$ cat config.mk
export PLATFORM = sky130hd
export DESIGN_NAME = wqe_sched_top
export DESIGN_NICKNAME = d
export VERILOG_FILES = /design/src/wqe_sched_types_pkg.sv /design/src/wqe_sched_ctrl_pkg.sv /design/src/wqe_sched_if.sv /design/src/qp_group_scan.sv /design/src/qp_rr_select.sv /design/src/grant_ctrl.sv /design/src/wqe_sched_top.sv
export VERILOG_INCLUDE_DIRS = /design/src /design/src/src
export SDC_FILE = /design/constraint.sdc
export NUM_CORES = 1
export LEC_CHECK = 0
export ABC_AREA = 1
export BUFFER_PORTS_ARGS = -buffer_cell sky130_fd_sc_hd__buf_4
export CORE_MARGIN = 2
export CORE_UTILIZATION = 47
export DETAILED_ROUTE_END_ITERATION = 12
export GPL_ROUTABILITY_DRIVEN = 0
export PLACE_DENSITY = 0.77
export SKIP_LAST_GASP = 1
export SLEW_MARGIN = 20
export SYNTH_ARGS = -nofsm -noshare
export SYNTH_HDL_FRONTEND = slang
export SYNTH_SLANG_ARGS = --single-unit
export TNS_END_PERCENT = 30
$ cat constraint.sdc
create_clock -name clk -period 2.5 [get_ports clk]
set_clock_uncertainty 0.1 [all_clocks]
set_input_delay 0.125 -clock clk [delete_from_list [all_inputs] [get_ports clk]]
set_output_delay 0.125 -clock clk [all_outputs]
set_load 0.01 [all_outputs]
$ cat src/wqe_sched_params.svh
`ifndef WQE_SCHED_PARAMS_SVH
`define WQE_SCHED_PARAMS_SVH

////////////////////////////////////////////////////////////
// queue pair population
////////////////////////////////////////////////////////////

`define MAX_QP          32  // multiple of 8, at least 16
`define QP_GRP_SIZE     8   // qps per search group

////////////////////////////////////////////////////////////
// derived widths
////////////////////////////////////////////////////////////

`define QP_PTR_WIDTH    5   // bits of a qp index
`define QP_OFF_WIDTH    3   // offset inside a group
`define QP_NUM_GRPS     4   // MAX_QP / QP_GRP_SIZE
`define QP_GRP_WIDTH    2   // bits of a group index

`endif

$ cat src/wqe_sched_types_pkg.sv
`default_nettype none

`include "wqe_sched_params.svh"

package wqe_sched_types_pkg;

    ////////////////////////////////////////////////////////////
    // index types
    ////////////////////////////////////////////////////////////

    // full qp index, upper bits select the group
    typedef logic [`QP_PTR_WIDTH-1:0] qp_idx_t;

    typedef logic [`QP_GRP_WIDTH-1:0] qp_grp_t;    // group number
    typedef logic [`QP_OFF_WIDTH-1:0] qp_off_t;    // position inside a group

    ////////////////////////////////////////////////////////////
    // mask types
    ////////////////////////////////////////////////////////////

    // bit n set means qp n has work queued
    typedef logic [`MAX_QP-1:0] qp_mask_t;

    typedef logic [`QP_NUM_GRPS-1:0] grp_mask_t;   // one flag per group

endpackage

`default_nettype wire

$ cat src/wqe_sched_ctrl_pkg.sv
`default_nettype none

`include "wqe_sched_params.svh"

package wqe_sched_ctrl_pkg;

    // grant controller states
    //   IDLE   : nothing active, wait for work
    //   SELECT : search request outstanding
    //   OFFER  : index presented on the grant handshake
    typedef enum logic [1:0]
    {
        IDLE   = 2'd0,
        SELECT = 2'd1,
        OFFER  = 2'd2
    } grant_state_e;

endpackage

`default_nettype wire

$ cat src/wqe_sched_if.sv
`default_nettype none
`timescale 1ns/1ns

`include "wqe_sched_params.svh"

////////////////////////////////////////////////////////////
// per-group activity tables
////////////////////////////////////////////////////////////

interface qp_scan_if
    import wqe_sched_types_pkg::*;
();

    qp_mask_t                       active_q;       // registered activity mask
    grp_mask_t                      grp_valid;      // any qp active in group
    qp_off_t [`QP_NUM_GRPS-1:0]     grp_first_off;  // lowest active offset per group
    logic                           any_active;

    modport producer
    (
        output active_q,
        output grp_valid,
        output grp_first_off,
        output any_active
    );

    modport consumer
    (
        input  active_q,
        input  grp_valid,
        input  grp_first_off,
        input  any_active
    );

endinterface

////////////////////////////////////////////////////////////
// search request and result
////////////////////////////////////////////////////////////

interface qp_select_if
    import wqe_sched_types_pkg::*;
();

    logic       req;        // one cycle pulse
    qp_idx_t    start_qp;   // search starts after this qp
    logic       done;       // one cycle after req
    qp_idx_t    next_qp;
    logic       found;

    modport requester
    (
        output req,
        output start_qp,
        input  done,
        input  next_qp,
        input  found
    );

    modport responder
    (
        input  req,
        input  start_qp,
        output done,
        output next_qp,
        output found
    );

endinterface

`default_nettype wire

$ cat src/qp_group_scan.sv
`default_nettype none
`timescale 1ns/1ns

`include "wqe_sched_params.svh"

module qp_group_scan
    import wqe_sched_types_pkg::*;
(
    input  wire logic       clk,
    input  wire logic       rst_n,
    input  wire qp_mask_t   i_active,
    qp_scan_if.producer     scan
);

    localparam int NUM_GRPS = `QP_NUM_GRPS;
    localparam int GRP_SIZE = `QP_GRP_SIZE;

    // lowest set bit of one group, 0 when the group is empty
    function automatic qp_off_t lowest_off(input logic [GRP_SIZE-1:0] bits);
        qp_off_t off;
        off = '0;
        for (int j = GRP_SIZE - 1; j >= 0; j--)
        begin
            if (bits[j])
                off = qp_off_t'(j);     // later hits are lower, so they win
        end
        return off;
    endfunction

    ////////////////////////////////////////////////////////////
    // stage 1: sample the activity mask
    ////////////////////////////////////////////////////////////

    always_ff @(posedge clk or negedge rst_n)
    begin
        if (!rst_n)
            scan.active_q <= '0;
        else
            scan.active_q <= i_active;
    end

    assign scan.any_active = |scan.active_q;

    ////////////////////////////////////////////////////////////
    // stage 2: group tables built from the sampled mask
    ////////////////////////////////////////////////////////////

    always_ff @(posedge clk or negedge rst_n)
    begin
        if (!rst_n)
            scan.grp_valid <= '0;
        else
        begin
            for (int g = 0; g < NUM_GRPS; g++)
                scan.grp_valid[g] <= |scan.active_q[g*GRP_SIZE +: GRP_SIZE];
        end
    end

    // offsets only matter where grp_valid is set
    always_ff @(posedge clk)
    begin
        for (int g = 0; g < NUM_GRPS; g++)
            scan.grp_first_off[g] <= lowest_off(scan.active_q[g*GRP_SIZE +: GRP_SIZE]);
    end

endmodule

`default_nettype wire

$ cat src/qp_rr_select.sv
`default_nettype none
`timescale 1ns/1ns

`include "wqe_sched_params.svh"

module qp_rr_select
    import wqe_sched_types_pkg::*;
(
    input  wire logic       clk,
    input  wire logic       rst_n,
    qp_scan_if.consumer     scan,
    qp_select_if.responder  sel
);

    localparam int NUM_GRPS = `QP_NUM_GRPS;
    localparam int GRP_SIZE = `QP_GRP_SIZE;

    qp_grp_t                cur_grp;        // group of the start qp
    qp_off_t                cur_off;
    logic [GRP_SIZE-1:0]    cur_bits;       // live activity of that group
    logic                   in_grp_hit;
    qp_off_t                in_grp_off;
    grp_mask_t              grp_rot;        // grp_valid rotated to start after cur_grp
    logic                   grp_hit;
    qp_grp_t                nxt_grp;
    qp_idx_t                nxt_qp_comb;

    // group number modulo the group count
    function automatic qp_grp_t grp_wrap(input int g);
        return qp_grp_t'(g % NUM_GRPS);
    endfunction

    assign cur_grp  = sel.start_qp[`QP_PTR_WIDTH-1:`QP_OFF_WIDTH];
    assign cur_off  = sel.start_qp[`QP_OFF_WIDTH-1:0];
    assign cur_bits = scan.active_q[cur_grp*GRP_SIZE +: GRP_SIZE];

    ////////////////////////////////////////////////////////////
    // level 1: further on inside the current group
    ////////////////////////////////////////////////////////////

    always_comb
    begin
        in_grp_hit = 1'b0;
        in_grp_off = '0;
        for (int j = GRP_SIZE - 1; j > 0; j--)
        begin
            if (j > cur_off && cur_bits[j])
            begin
                in_grp_hit = 1'b1;
                in_grp_off = qp_off_t'(j);
            end
        end
    end

    ////////////////////////////////////////////////////////////
    // level 2: next valid group, current group comes last
    ////////////////////////////////////////////////////////////

    always_comb
    begin
        for (int k = 0; k < NUM_GRPS; k++)
            grp_rot[k] = scan.grp_valid[grp_wrap(int'(cur_grp) + 1 + k)];
    end

    always_comb
    begin
        grp_hit = 1'b0;
        nxt_grp = cur_grp;
        for (int k = NUM_GRPS - 1; k >= 0; k--)
        begin
            if (grp_rot[k])
            begin
                grp_hit = 1'b1;
                nxt_grp = grp_wrap(int'(cur_grp) + 1 + k);  // nearest group wins
            end
        end
    end

    always_comb
    begin
        if (in_grp_hit)
            nxt_qp_comb = {cur_grp, in_grp_off};
        else
            nxt_qp_comb = {nxt_grp, scan.grp_first_off[nxt_grp]};
    end

    // result register, done answers req one cycle later
    always_ff @(posedge clk or negedge rst_n)
    begin
        if (!rst_n)
        begin
            sel.done  <= 1'b0;
            sel.found <= 1'b0;
        end
        else
        begin
            sel.done <= sel.req;
            if (sel.req)
                sel.found <= in_grp_hit | grp_hit;
        end
    end

    always_ff @(posedge clk)
    begin
        if (sel.req)
            sel.next_qp <= nxt_qp_comb;
    end

endmodule

`default_nettype wire

$ cat src/grant_ctrl.sv
`default_nettype none
`timescale 1ns/1ns

`include "wqe_sched_params.svh"

module grant_ctrl
    import wqe_sched_types_pkg::*;
    import wqe_sched_ctrl_pkg::*;
(
    input  wire logic       clk,
    input  wire logic       rst_n,
    input  wire logic       i_grant_ready,
    input  wire logic       i_enable,
    output logic            o_grant_valid,
    output qp_idx_t         o_qp_idx,
    output qp_mask_t        o_qp_idx_one_hot,
    qp_scan_if.consumer     scan,
    qp_select_if.requester  sel
);

    grant_state_e   state;
    grant_state_e   state_nxt;
    qp_idx_t        offer_qp;       // index on the handshake
    qp_idx_t        last_qp;        // last accepted index
    logic           revoked;        // next search restarts from offer_qp
    logic           offer_live;
    logic           accept;
    logic           revoke;

    ////////////////////////////////////////////////////////////
    // handshake
    ////////////////////////////////////////////////////////////

    assign offer_live    = scan.active_q[offer_qp];
    assign o_grant_valid = (state == OFFER) && offer_live;     // drops at once on revoke
    assign accept        = o_grant_valid && i_grant_ready;
    assign revoke        = (state == OFFER) && !offer_live;
    assign o_qp_idx      = offer_qp;

    // done only ever comes in the second SELECT cycle
    assign sel.req      = (state == SELECT) && !sel.done;
    assign sel.start_qp = revoked ? offer_qp : last_qp;

    ////////////////////////////////////////////////////////////
    // state machine
    ////////////////////////////////////////////////////////////

    always_comb
    begin
        state_nxt = state;
        case (state)
            IDLE:
                if (scan.any_active)
                    state_nxt = SELECT;
            SELECT:
                if (sel.done)
                    state_nxt = (sel.found && scan.any_active) ? OFFER : IDLE;
            OFFER:
                if (accept || revoke)
                    state_nxt = SELECT;
            default:
                state_nxt = IDLE;
        endcase
    end

    always_ff @(posedge clk or negedge rst_n)
    begin
        if (!rst_n)
        begin
            state    <= IDLE;
            last_qp  <= qp_idx_t'(`MAX_QP - 1);    // first grant is the lowest active qp
            offer_qp <= '0;
            revoked  <= 1'b0;
        end
        else
        begin
            state <= state_nxt;
            if (accept)
                last_qp <= offer_qp;
            if (state == SELECT && state_nxt == OFFER)
                offer_qp <= sel.next_qp;
            if (revoke)
                revoked <= 1'b1;
            else if (accept || state_nxt == IDLE)
                revoked <= 1'b0;
        end
    end

    // one-hot copy of the index, follows o_qp_idx regardless of valid
    always_comb
    begin
        o_qp_idx_one_hot = '0;
        if (i_enable)
            o_qp_idx_one_hot[o_qp_idx] = 1'b1;
    end

endmodule

`default_nettype wire

$ cat src/wqe_sched_top.sv
`default_nettype none
`timescale 1ns/1ns

`include "wqe_sched_params.svh"

module wqe_sched_top
    import wqe_sched_types_pkg::*;
(
    input  wire logic       clk,
    input  wire logic       rst_n,
    input  wire qp_mask_t   i_active,       // one bit per qp with queued work
    input  wire logic       i_grant_ready,
    input  wire logic       i_enable,       // gates the one-hot output
    output logic            o_grant_valid,
    output qp_idx_t         o_qp_idx,
    output qp_mask_t        o_qp_idx_one_hot
);

    ////////////////////////////////////////////////////////////
    // internal buses
    ////////////////////////////////////////////////////////////

    qp_scan_if   scan_bus ();
    qp_select_if sel_bus ();

    ////////////////////////////////////////////////////////////
    // mask register and group tables
    ////////////////////////////////////////////////////////////

    qp_group_scan u_group_scan
    (
        .clk        (clk),
        .rst_n      (rst_n),
        .i_active   (i_active),
        .scan       (scan_bus.producer)
    );

    // two-level round-robin search
    qp_rr_select u_rr_select
    (
        .clk        (clk),
        .rst_n      (rst_n),
        .scan       (scan_bus.consumer),
        .sel        (sel_bus.responder)
    );

    ////////////////////////////////////////////////////////////
    // grant handshake
    ////////////////////////////////////////////////////////////

    grant_ctrl u_grant_ctrl
    (
        .clk                (clk),
        .rst_n              (rst_n),
        .i_grant_ready      (i_grant_ready),
        .i_enable           (i_enable),
        .o_grant_valid      (o_grant_valid),
        .o_qp_idx           (o_qp_idx),
        .o_qp_idx_one_hot   (o_qp_idx_one_hot),
        .scan               (scan_bus.consumer),
        .sel                (sel_bus.requester)
    );

endmodule

`default_nettype wire

==> metrics.txt, run 1 <==
dpl ws=0.202 ns; all-layer global routing usage=0.244; initial core utilization=0.480; Rel. slew slack=0.581; Slew Viols, Final=0; DR iter-0 viols=226; layout cell share with drive strength beyond 1=0.218; EDFF count, synth=5; Arrival @ worst endpoint=2.36 ns; Avg Synthesized Cell Area=7.35 µm²; nets=648; crit-path max FO=9; Tmin final=2.36 ns; Layout area overhead=32.0%; Avg Vias per Cell=5.23; Yosys reg bits=68; peak supply drop=0.431 mV; Die Span Y=92.4 µm; Netlist cell types=30; crit end category=flip-flop; IO Count=74; GRT overflow=0; r2r setup slk=0.14 ns; Worst-path clk slew=0.08 ns; Seq/Total Area, Yosys=0.456; Max-Cap Viols=0; CTS tree=done; CTS root buffer=clkbuf_8; TNS Setup=0 ns; first-pass GRT wire length=15.9 mm; Gate Count Post-Synth=499; Synth top area share=0.314; most frequent cell after synthesis=nand2_1; Final setup viols=0; Port Buf Inserts=73; Least-Margin Pin Slew=0.629 ns; Synth warnings=0; WS Path Type=reg -> reg; Hold Vio Cnt, Final=0; pin count of the biggest net entering global routing=52; syn_nets=535; Post-synth top cells=nand2_1, nor2_1, inv_1; drc violations=0; die footprint=0.00853 mm²; TritonRoute pass-1 iters=9; # rows=32; ys async rst share=0.750; mapped cell area=0.00367 mm²; wl on met1=4.14 mm; fmax=425 MHz; highest metal used=met4; pwr dens=1180 mW/mm²; core box area=0.00765 mm²; Critical Path Start Type=flip-flop; final core utilization=0.634; fin crit share=0.942; post-synth top area cell=dfrtp_1; initial antenna violation count=0; Routed Antenna Nets=0; fillers=652; Max clock buf depth=2; status=completed; WL/cell=14.0 µm; number of global-route vias before repair=3461; HPWL Detailed=7.46 mm; # clock sinks=68; main flop type after synthesis=dfrtp_1; ranking of synthesized cells by area=dfrtp_1, nand2_1, nor2_1; Hold Crit Class=in -> reg; Lkg Pwr=2.40 nW; CP required=2.50 ns; Clk Latency, worst-skew pair=0.35 ns; Ant. Diodes=0; via count=3758; met2 WL=5.02 mm; total wire length=10.1 mm; CTS H-Tree Depth=3; TritonCTS buffer count=9; die width=92.4 µm; final worst slack=0.145 ns; DR WL met3=589 µm
-- routing by layer --
| metal | global-route usage | vias up |
|---|---|---|
| met1 | 0.289 | 1761 |
| li1 | - | 1822 |
| met4 | 0.113 | 0 |
| met3 | 0.0521 | 33 |
| met5 | 0 | - |
| met2 | 0.424 | 142 |
-- where the power goes --
group	leakage [nW]	total, W	switching [W]	internal (W)
clock network	0.0959	0.000883	0.000428	0.000455
registers	0.722	0.00155	0.000177	0.00137
logic	1.58	0.00331	0.00223	0.00108
-- state kept, by name (all words and copies together) (netlist names) --
| name | count |
|---|---|
| u_rr_select.sel.next_qp | 5 |
| u_rr_select.sel.done | 1 |
| u_grant_ctrl.state | 2 |
| u_group_scan.scan.grp_first_off | 12 |
| u_grant_ctrl.last_qp | 5 |
| u_grant_ctrl.o_qp_idx | 5 |
| u_group_scan.scan.active_q | 32 |
| u_group_scan.scan.grp_valid | 4 |
| u_rr_select.sel.found | 1 |
| u_grant_ctrl.revoked | 1 |
-- cells by family (layout without fill, tap and decap cells) --
| logic type | after synthesis | in the layout | share of synthesized area |
|---|---|---|---|
| buffers and inverters | 84 | 201 | 0.0955 |
| AOI/OAI and AO/OA | 74 | 74 | 0.114 |
| and+or+nand+nor | 273 | 273 | 0.335 |
| DFF | 68 | 68 | 0.456 |
-- critical path, cell delays in order, from the launching register on --
cell and delay, ns:
dfrtp_1 0.42, buf_4 0.18, o21ai_0 0.49, nand2_1 0.16, nor2_1 0.11, nand3_1 0.15
inv_2 0.12, nor2_4 0.05, nand2_4 0.09, inv_2 0.06, nand3_1 0.09, nand2_1 0.07
-- final timing paths --
path,startpoint,endpoint,depth (start not counted)
worst max-delay path,u_grant_ctrl.revoked$_DFFE_PN0P_,u_rr_select.sel.next_qp[0]$_DFFE_PP_,11
worst min-delay path,i_grant_ready,u_grant_ctrl.state[0]$_DFF_PN0_,5
worst max register to register,u_grant_ctrl.revoked$_DFFE_PN0P_,u_rr_select.sel.next_qp[0]$_DFFE_PP_,11
worst min register to register,u_group_scan.scan.active_q[0]$_DFF_PN0_,u_group_scan.scan.grp_first_off[0]$_SDFF_PP0_,1
max in group asynchronous,rst_n,u_group_scan.scan.active_q[24]$_DFF_PN0_,2
min in group asynchronous,rst_n,u_grant_ctrl.o_qp_idx[3]$_DFFE_PN0P_,2
-- layout make-up --
type | count | area (µm²) | share of cell area
timing repair buffer | 111 | 916 | 0.189
multi-input combinational | 347 | 1660 | 0.343
inverter | 75 | 282 | 0.0581
sequential | 68 | 1670 | 0.345
clock buffer | 9 | 124 | 0.0256
clock inverter | 6 | 63.8 | 0.0132
tap | 102 | 128 | 0.0263
-- through the flow --
stage | total power [W] | area, µm² | hold slack (ns) | cells
after floorplan | 0.00392 | 3670 | -0.271 | 499
after global placement | 0.00461 | 4310 | 0.0719 | 670
after detailed placement | 0.00472 | 4310 | 0.0750 | 670
after CTS | 0.00565 | 4830 | 0.0317 | 718
after global routing | 0.00615 | 4850 | 0.0600 | 718
final | 0.00574 | 4850 | 0.0342 | 718
-- what timing repair did --
action	in CTS	in global routing
resized for setup	0	2
buffers inserted	0	0
hold buffers	33	0
setup endpoints to repair	0	2
hold endpoints to repair	78	0
-- cells in the final DEF (no fill, tap or decap), types with 6 or more instances in the layout --
cell type / count
a21oi_1: 29
buf_4: 78
clkbuf_8: 9
dfrtp_1: 46
dfxtp_1: 12
dlygate4sd3_1: 33
inv_1: 67
inv_2: 8
nand2_1: 126
nand2_2: 11
nand3_1: 35
nand3_2: 6
nand4_1: 7
nor2_1: 68
nor3_1: 9
o211ai_1: 8
o21ai_0: 20
o21ai_1: 6
No activity file was read; power rests on OpenSTA's default activity.
==> inputs of run 2 (changes only) <==
--- a/config.mk
+++ b/config.mk
@@ -6,13 +6,12 @@
 export SDC_FILE = /design/constraint.sdc
 export NUM_CORES = 1
 export LEC_CHECK = 0
-export ABC_AREA = 1
 export BUFFER_PORTS_ARGS = -buffer_cell sky130_fd_sc_hd__buf_4
 export CORE_MARGIN = 2
 export CORE_UTILIZATION = 47
 export DETAILED_ROUTE_END_ITERATION = 12
 export GPL_ROUTABILITY_DRIVEN = 0
-export PLACE_DENSITY = 0.77
+export PLACE_DENSITY = 0.78
 export SKIP_LAST_GASP = 1
 export SLEW_MARGIN = 20
 export SYNTH_ARGS = -nofsm -noshare
==> run 2 against run 1 <==
  * The flow now finishes with violations (setup timing)
  * Largest cell class unchanged
  * Critical path depth fell by 3
  * First-iteration DRC count rose by 1.8%
  * Sequential share of layout area rose by 0.26 points
  * Register-to-register slack got worse by 0.19 ns
  * Count of clock-buffer cells in the layout rose by 1
  * Sequential power barely moved
==> metrics.txt, run 2 <==
Layout area overhead=41.2% (was 32.0%); dpl ws=-0.0567 ns (was 0.202 ns); Routed Antenna Nets=0 (unchanged); TritonCTS buffer count=9 (unchanged); Max clock buf depth=2 (unchanged); TritonRoute pass-1 iters=5 (was 9); WS Path Type=reg -> out (was reg -> reg); syn_nets=352 (was 535); Finished Cell Area=0.00481 mm² (was 0.00485 mm²); Port Buf Inserts=73 (unchanged); ys async rst share=0.750 (unchanged); layout cell share with drive strength beyond 1=0.367 (was 0.218); pin count of the biggest net entering global routing=52 (unchanged); via count=3041 (was 3758); violated checks=setup timing; mapped cell area=0.00341 mm² (was 0.00367 mm²); DR iter-0 viols=230 (was 226); worst r2r dst=u_rr_select.sel.next_qp[4]$_DFFE_PP_ (was u_rr_select.sel.next_qp[0]$_DFFE_PP_); Die Span Y=89.2 µm (was 92.4 µm); Clk Latency, worst-skew pair=0.35 ns (about the same); EDFF count, synth=5 (unchanged); all-layer global routing usage=0.260 (was 0.244); Final setup viols=3 (was 0); r2r startpoint=u_grant_ctrl.last_qp[3]$_DFFE_PN1P_ (was u_grant_ctrl.revoked$_DFFE_PN0P_); Avg Synthesized Cell Area=10.8 µm² (was 7.35 µm²); Post-synth top cells=nor2_1, dfrtp_1, inv_1 (was nand2_1, nor2_1, inv_1); HPWL Detailed=6.56 mm (was 7.46 mm); r2r setup slk=-0.05 ns (was 0.14 ns); met2 WL=4.95 mm (was 5.02 mm); fmax=374 MHz (was 425 MHz); core box area=0.00714 mm² (was 0.00765 mm²); Yosys reg bits=68 (unchanged); drc violations=0 (unchanged); die footprint=0.00795 mm² (was 0.00853 mm²); initial core utilization=0.478 (was 0.480); fin crit share=1.07 (was 0.942); CP required=2.28 ns (was 2.50 ns); final worst slack=-0.177 ns (was 0.145 ns); number of global-route vias before repair=3047 (was 3461); commonest non-fill, non-tap cell in the layout=buf_4 (was nand2_1); Rel. slew slack=0.586 (was 0.581); IO Count=74 (unchanged); nets=486 (was 648); top flop regs=u_group_scan.scan.active_q: 32 flops, u_group_scan.scan.grp_first_off: 12 flops (unchanged); pwr dens=1110 mW/mm² (was 1180 mW/mm²); most frequent cell after synthesis=nor2_1 (was nand2_1); Lkg Pwr=2.12 nW (was 2.40 nW); Hold Worst Slack=0.227 ns (was 0.0342 ns); wl on met1=3.76 mm (was 4.14 mm); Critical Path Start Type=flip-flop (unchanged); main flop type after synthesis=dfrtp_1 (unchanged); Arrival @ worst endpoint=2.45 ns (was 2.36 ns); Synth top area share=0.338 (was 0.314); Post-DP Area=0.00420 mm² (was 0.00431 mm²); # clock sinks=68 (unchanged); Avg Vias per Cell=5.49 (was 5.23); die width=89.2 µm (was 92.4 µm); DR WL met3=636 µm (was 589 µm); Least-Margin Pin Slew=0.621 ns (was 0.629 ns); WL/cell=17.2 µm (was 14.0 µm); Worst-path clk slew=0.08 ns (about the same); max reg flops=32 (unchanged); Ant. Diodes=0 (unchanged); total wire length=9.51 mm (was 10.1 mm); final core utilization=0.674 (was 0.634); # rows=31 (was 32); most flop-heavy register=u_group_scan.scan.active_q (unchanged); Netlist cell types=52 (was 30); highest metal used=met4 (unchanged); RSZ-0062 raised after global routing=yes; status=complete, but fails checks (was completed); CTS tree=done (unchanged); crit end category=output port (was flip-flop); Gate Count Post-Synth=316 (was 499); GRT overflow=0 (unchanged); reg2reg path depth=6 (was 11); Synth warnings=0 (unchanged); peak supply drop=0.532 mV (was 0.431 mV); most frequent cells in the layout=buf_4, nor2_1, dfrtp_1, dlygate4sd3_1, inv_1 (was nand2_1, buf_4, nor2_1, inv_1, dfrtp_1); crit-path max FO=4 (was 9); post-synth top area cell=dfrtp_1 (unchanged); initial antenna violation count=0 (unchanged); Seq/Total Area, Yosys=0.491 (was 0.456); Hold Crit Class=in -> async (was in -> reg); Slew Viols, Final=0 (unchanged); CTS H-Tree Depth=3 (unchanged); Hold Vio Cnt, Final=0 (unchanged); first-pass GRT wire length=15.3 mm (was 15.9 mm); Max-Cap Viols=0 (unchanged); Tmin final=2.68 ns (was 2.36 ns); ranking of synthesized cells by area=dfrtp_1, mux4_2, dfxtp_1 (was dfrtp_1, nand2_1, nor2_1); CTS root buffer=clkbuf_8 (unchanged)
[run 2: through the flow]
stage / total power, W / std cells / TNS, ns
after detailed placement: 0.00423 / 500 / -0.307
after global routing: 0.00567 / 554 / -0.643
after CTS: 0.00523 / 553 / -0.247
final: 0.00533 / 554 / -0.239
after global placement: 0.00418 / 500 / -0.0444
after floorplan: 0.00336 / 316 / -0.0495
[run 2: logic make-up after synthesis]
kind of cell,share of synthesized area
AOI/OAI and AO/OA,0.101
buffers and inverters,0.0437
DFF,0.491
muxes,0.173
and+or+nand+nor,0.192
[run 2: worst max-delay path by stage]
stage	startpoint	end	slack, ns	cells after the start
after floorplan	u_grant_ctrl.revoked$_DFFE_PN0P_	u_rr_select.sel.next_qp[4]$_DFFE_PP_	-0.02	8
after global placement	u_grant_ctrl.o_qp_idx[0]$_DFFE_PN0P_	u_grant_ctrl.last_qp[3]$_DFFE_PN1P_	-0.01	6
after detailed placement	u_grant_ctrl.o_qp_idx[0]$_DFFE_PN0P_	u_grant_ctrl.last_qp[1]$_DFFE_PN1P_	-0.06	6
after CTS	u_grant_ctrl.o_qp_idx[0]$_DFFE_PN0P_	o_grant_valid	-0.21	8
after global routing	u_grant_ctrl.o_qp_idx[0]$_DFFE_PN0P_	o_grant_valid	-0.24	8
final	u_grant_ctrl.o_qp_idx[0]$_DFFE_PN0P_	o_grant_valid	-0.18	8
[run 2: where the power goes]
part / switching [W] / internal [W]
Sequential: 0.000204 / 0.00138
Combinational: 0.00136 / 0.00148
Clock: 0.000423 / 0.000485
[run 2: critical path: stages, from the launching register on]
cell	delay [ns]
dfrtp_2	0.39
buf_6	0.13
mux4_2	0.49
inv_1	0.08
o22ai_1	0.07
or4_4	0.57
buf_6	0.15
nor2b_4	0.12
buf_6	0.11
[run 2: timing repair]
item,4_1_cts,5_1_grt
pin swaps,0,1
buffers inserted,3,1
gates resized for setup,3,9
setup endpoints to repair,8,16
hold buffers,34,0
endpoints found under the hold margin,80,0
[run 2: layout make-up]
| class | count | area [µm²] |
|---|---|---|
| Fill cell | 563 | 2320 |
| Sequential cell | 68 | 1670 |
| Multi-Input combinational cell | 213 | 1610 |
| Timing Repair Buffer | 136 | 1120 |
| Clock buffer | 10 | 138 |
| Tap cell | 99 | 124 |
| Inverter | 22 | 82.6 |
| Clock inverter | 6 | 63.8 |
[run 2: metal layers]
| metal | track usage | vias to the layer above |
|---|---|---|
| met3 | 0.0536 | 20 |
| li1 | - | 1417 |
| met2 | 0.453 | 132 |
| met1 | 0.326 | 1472 |
| met4 | 0.0828 | 0 |
| met5 | 0 | - |
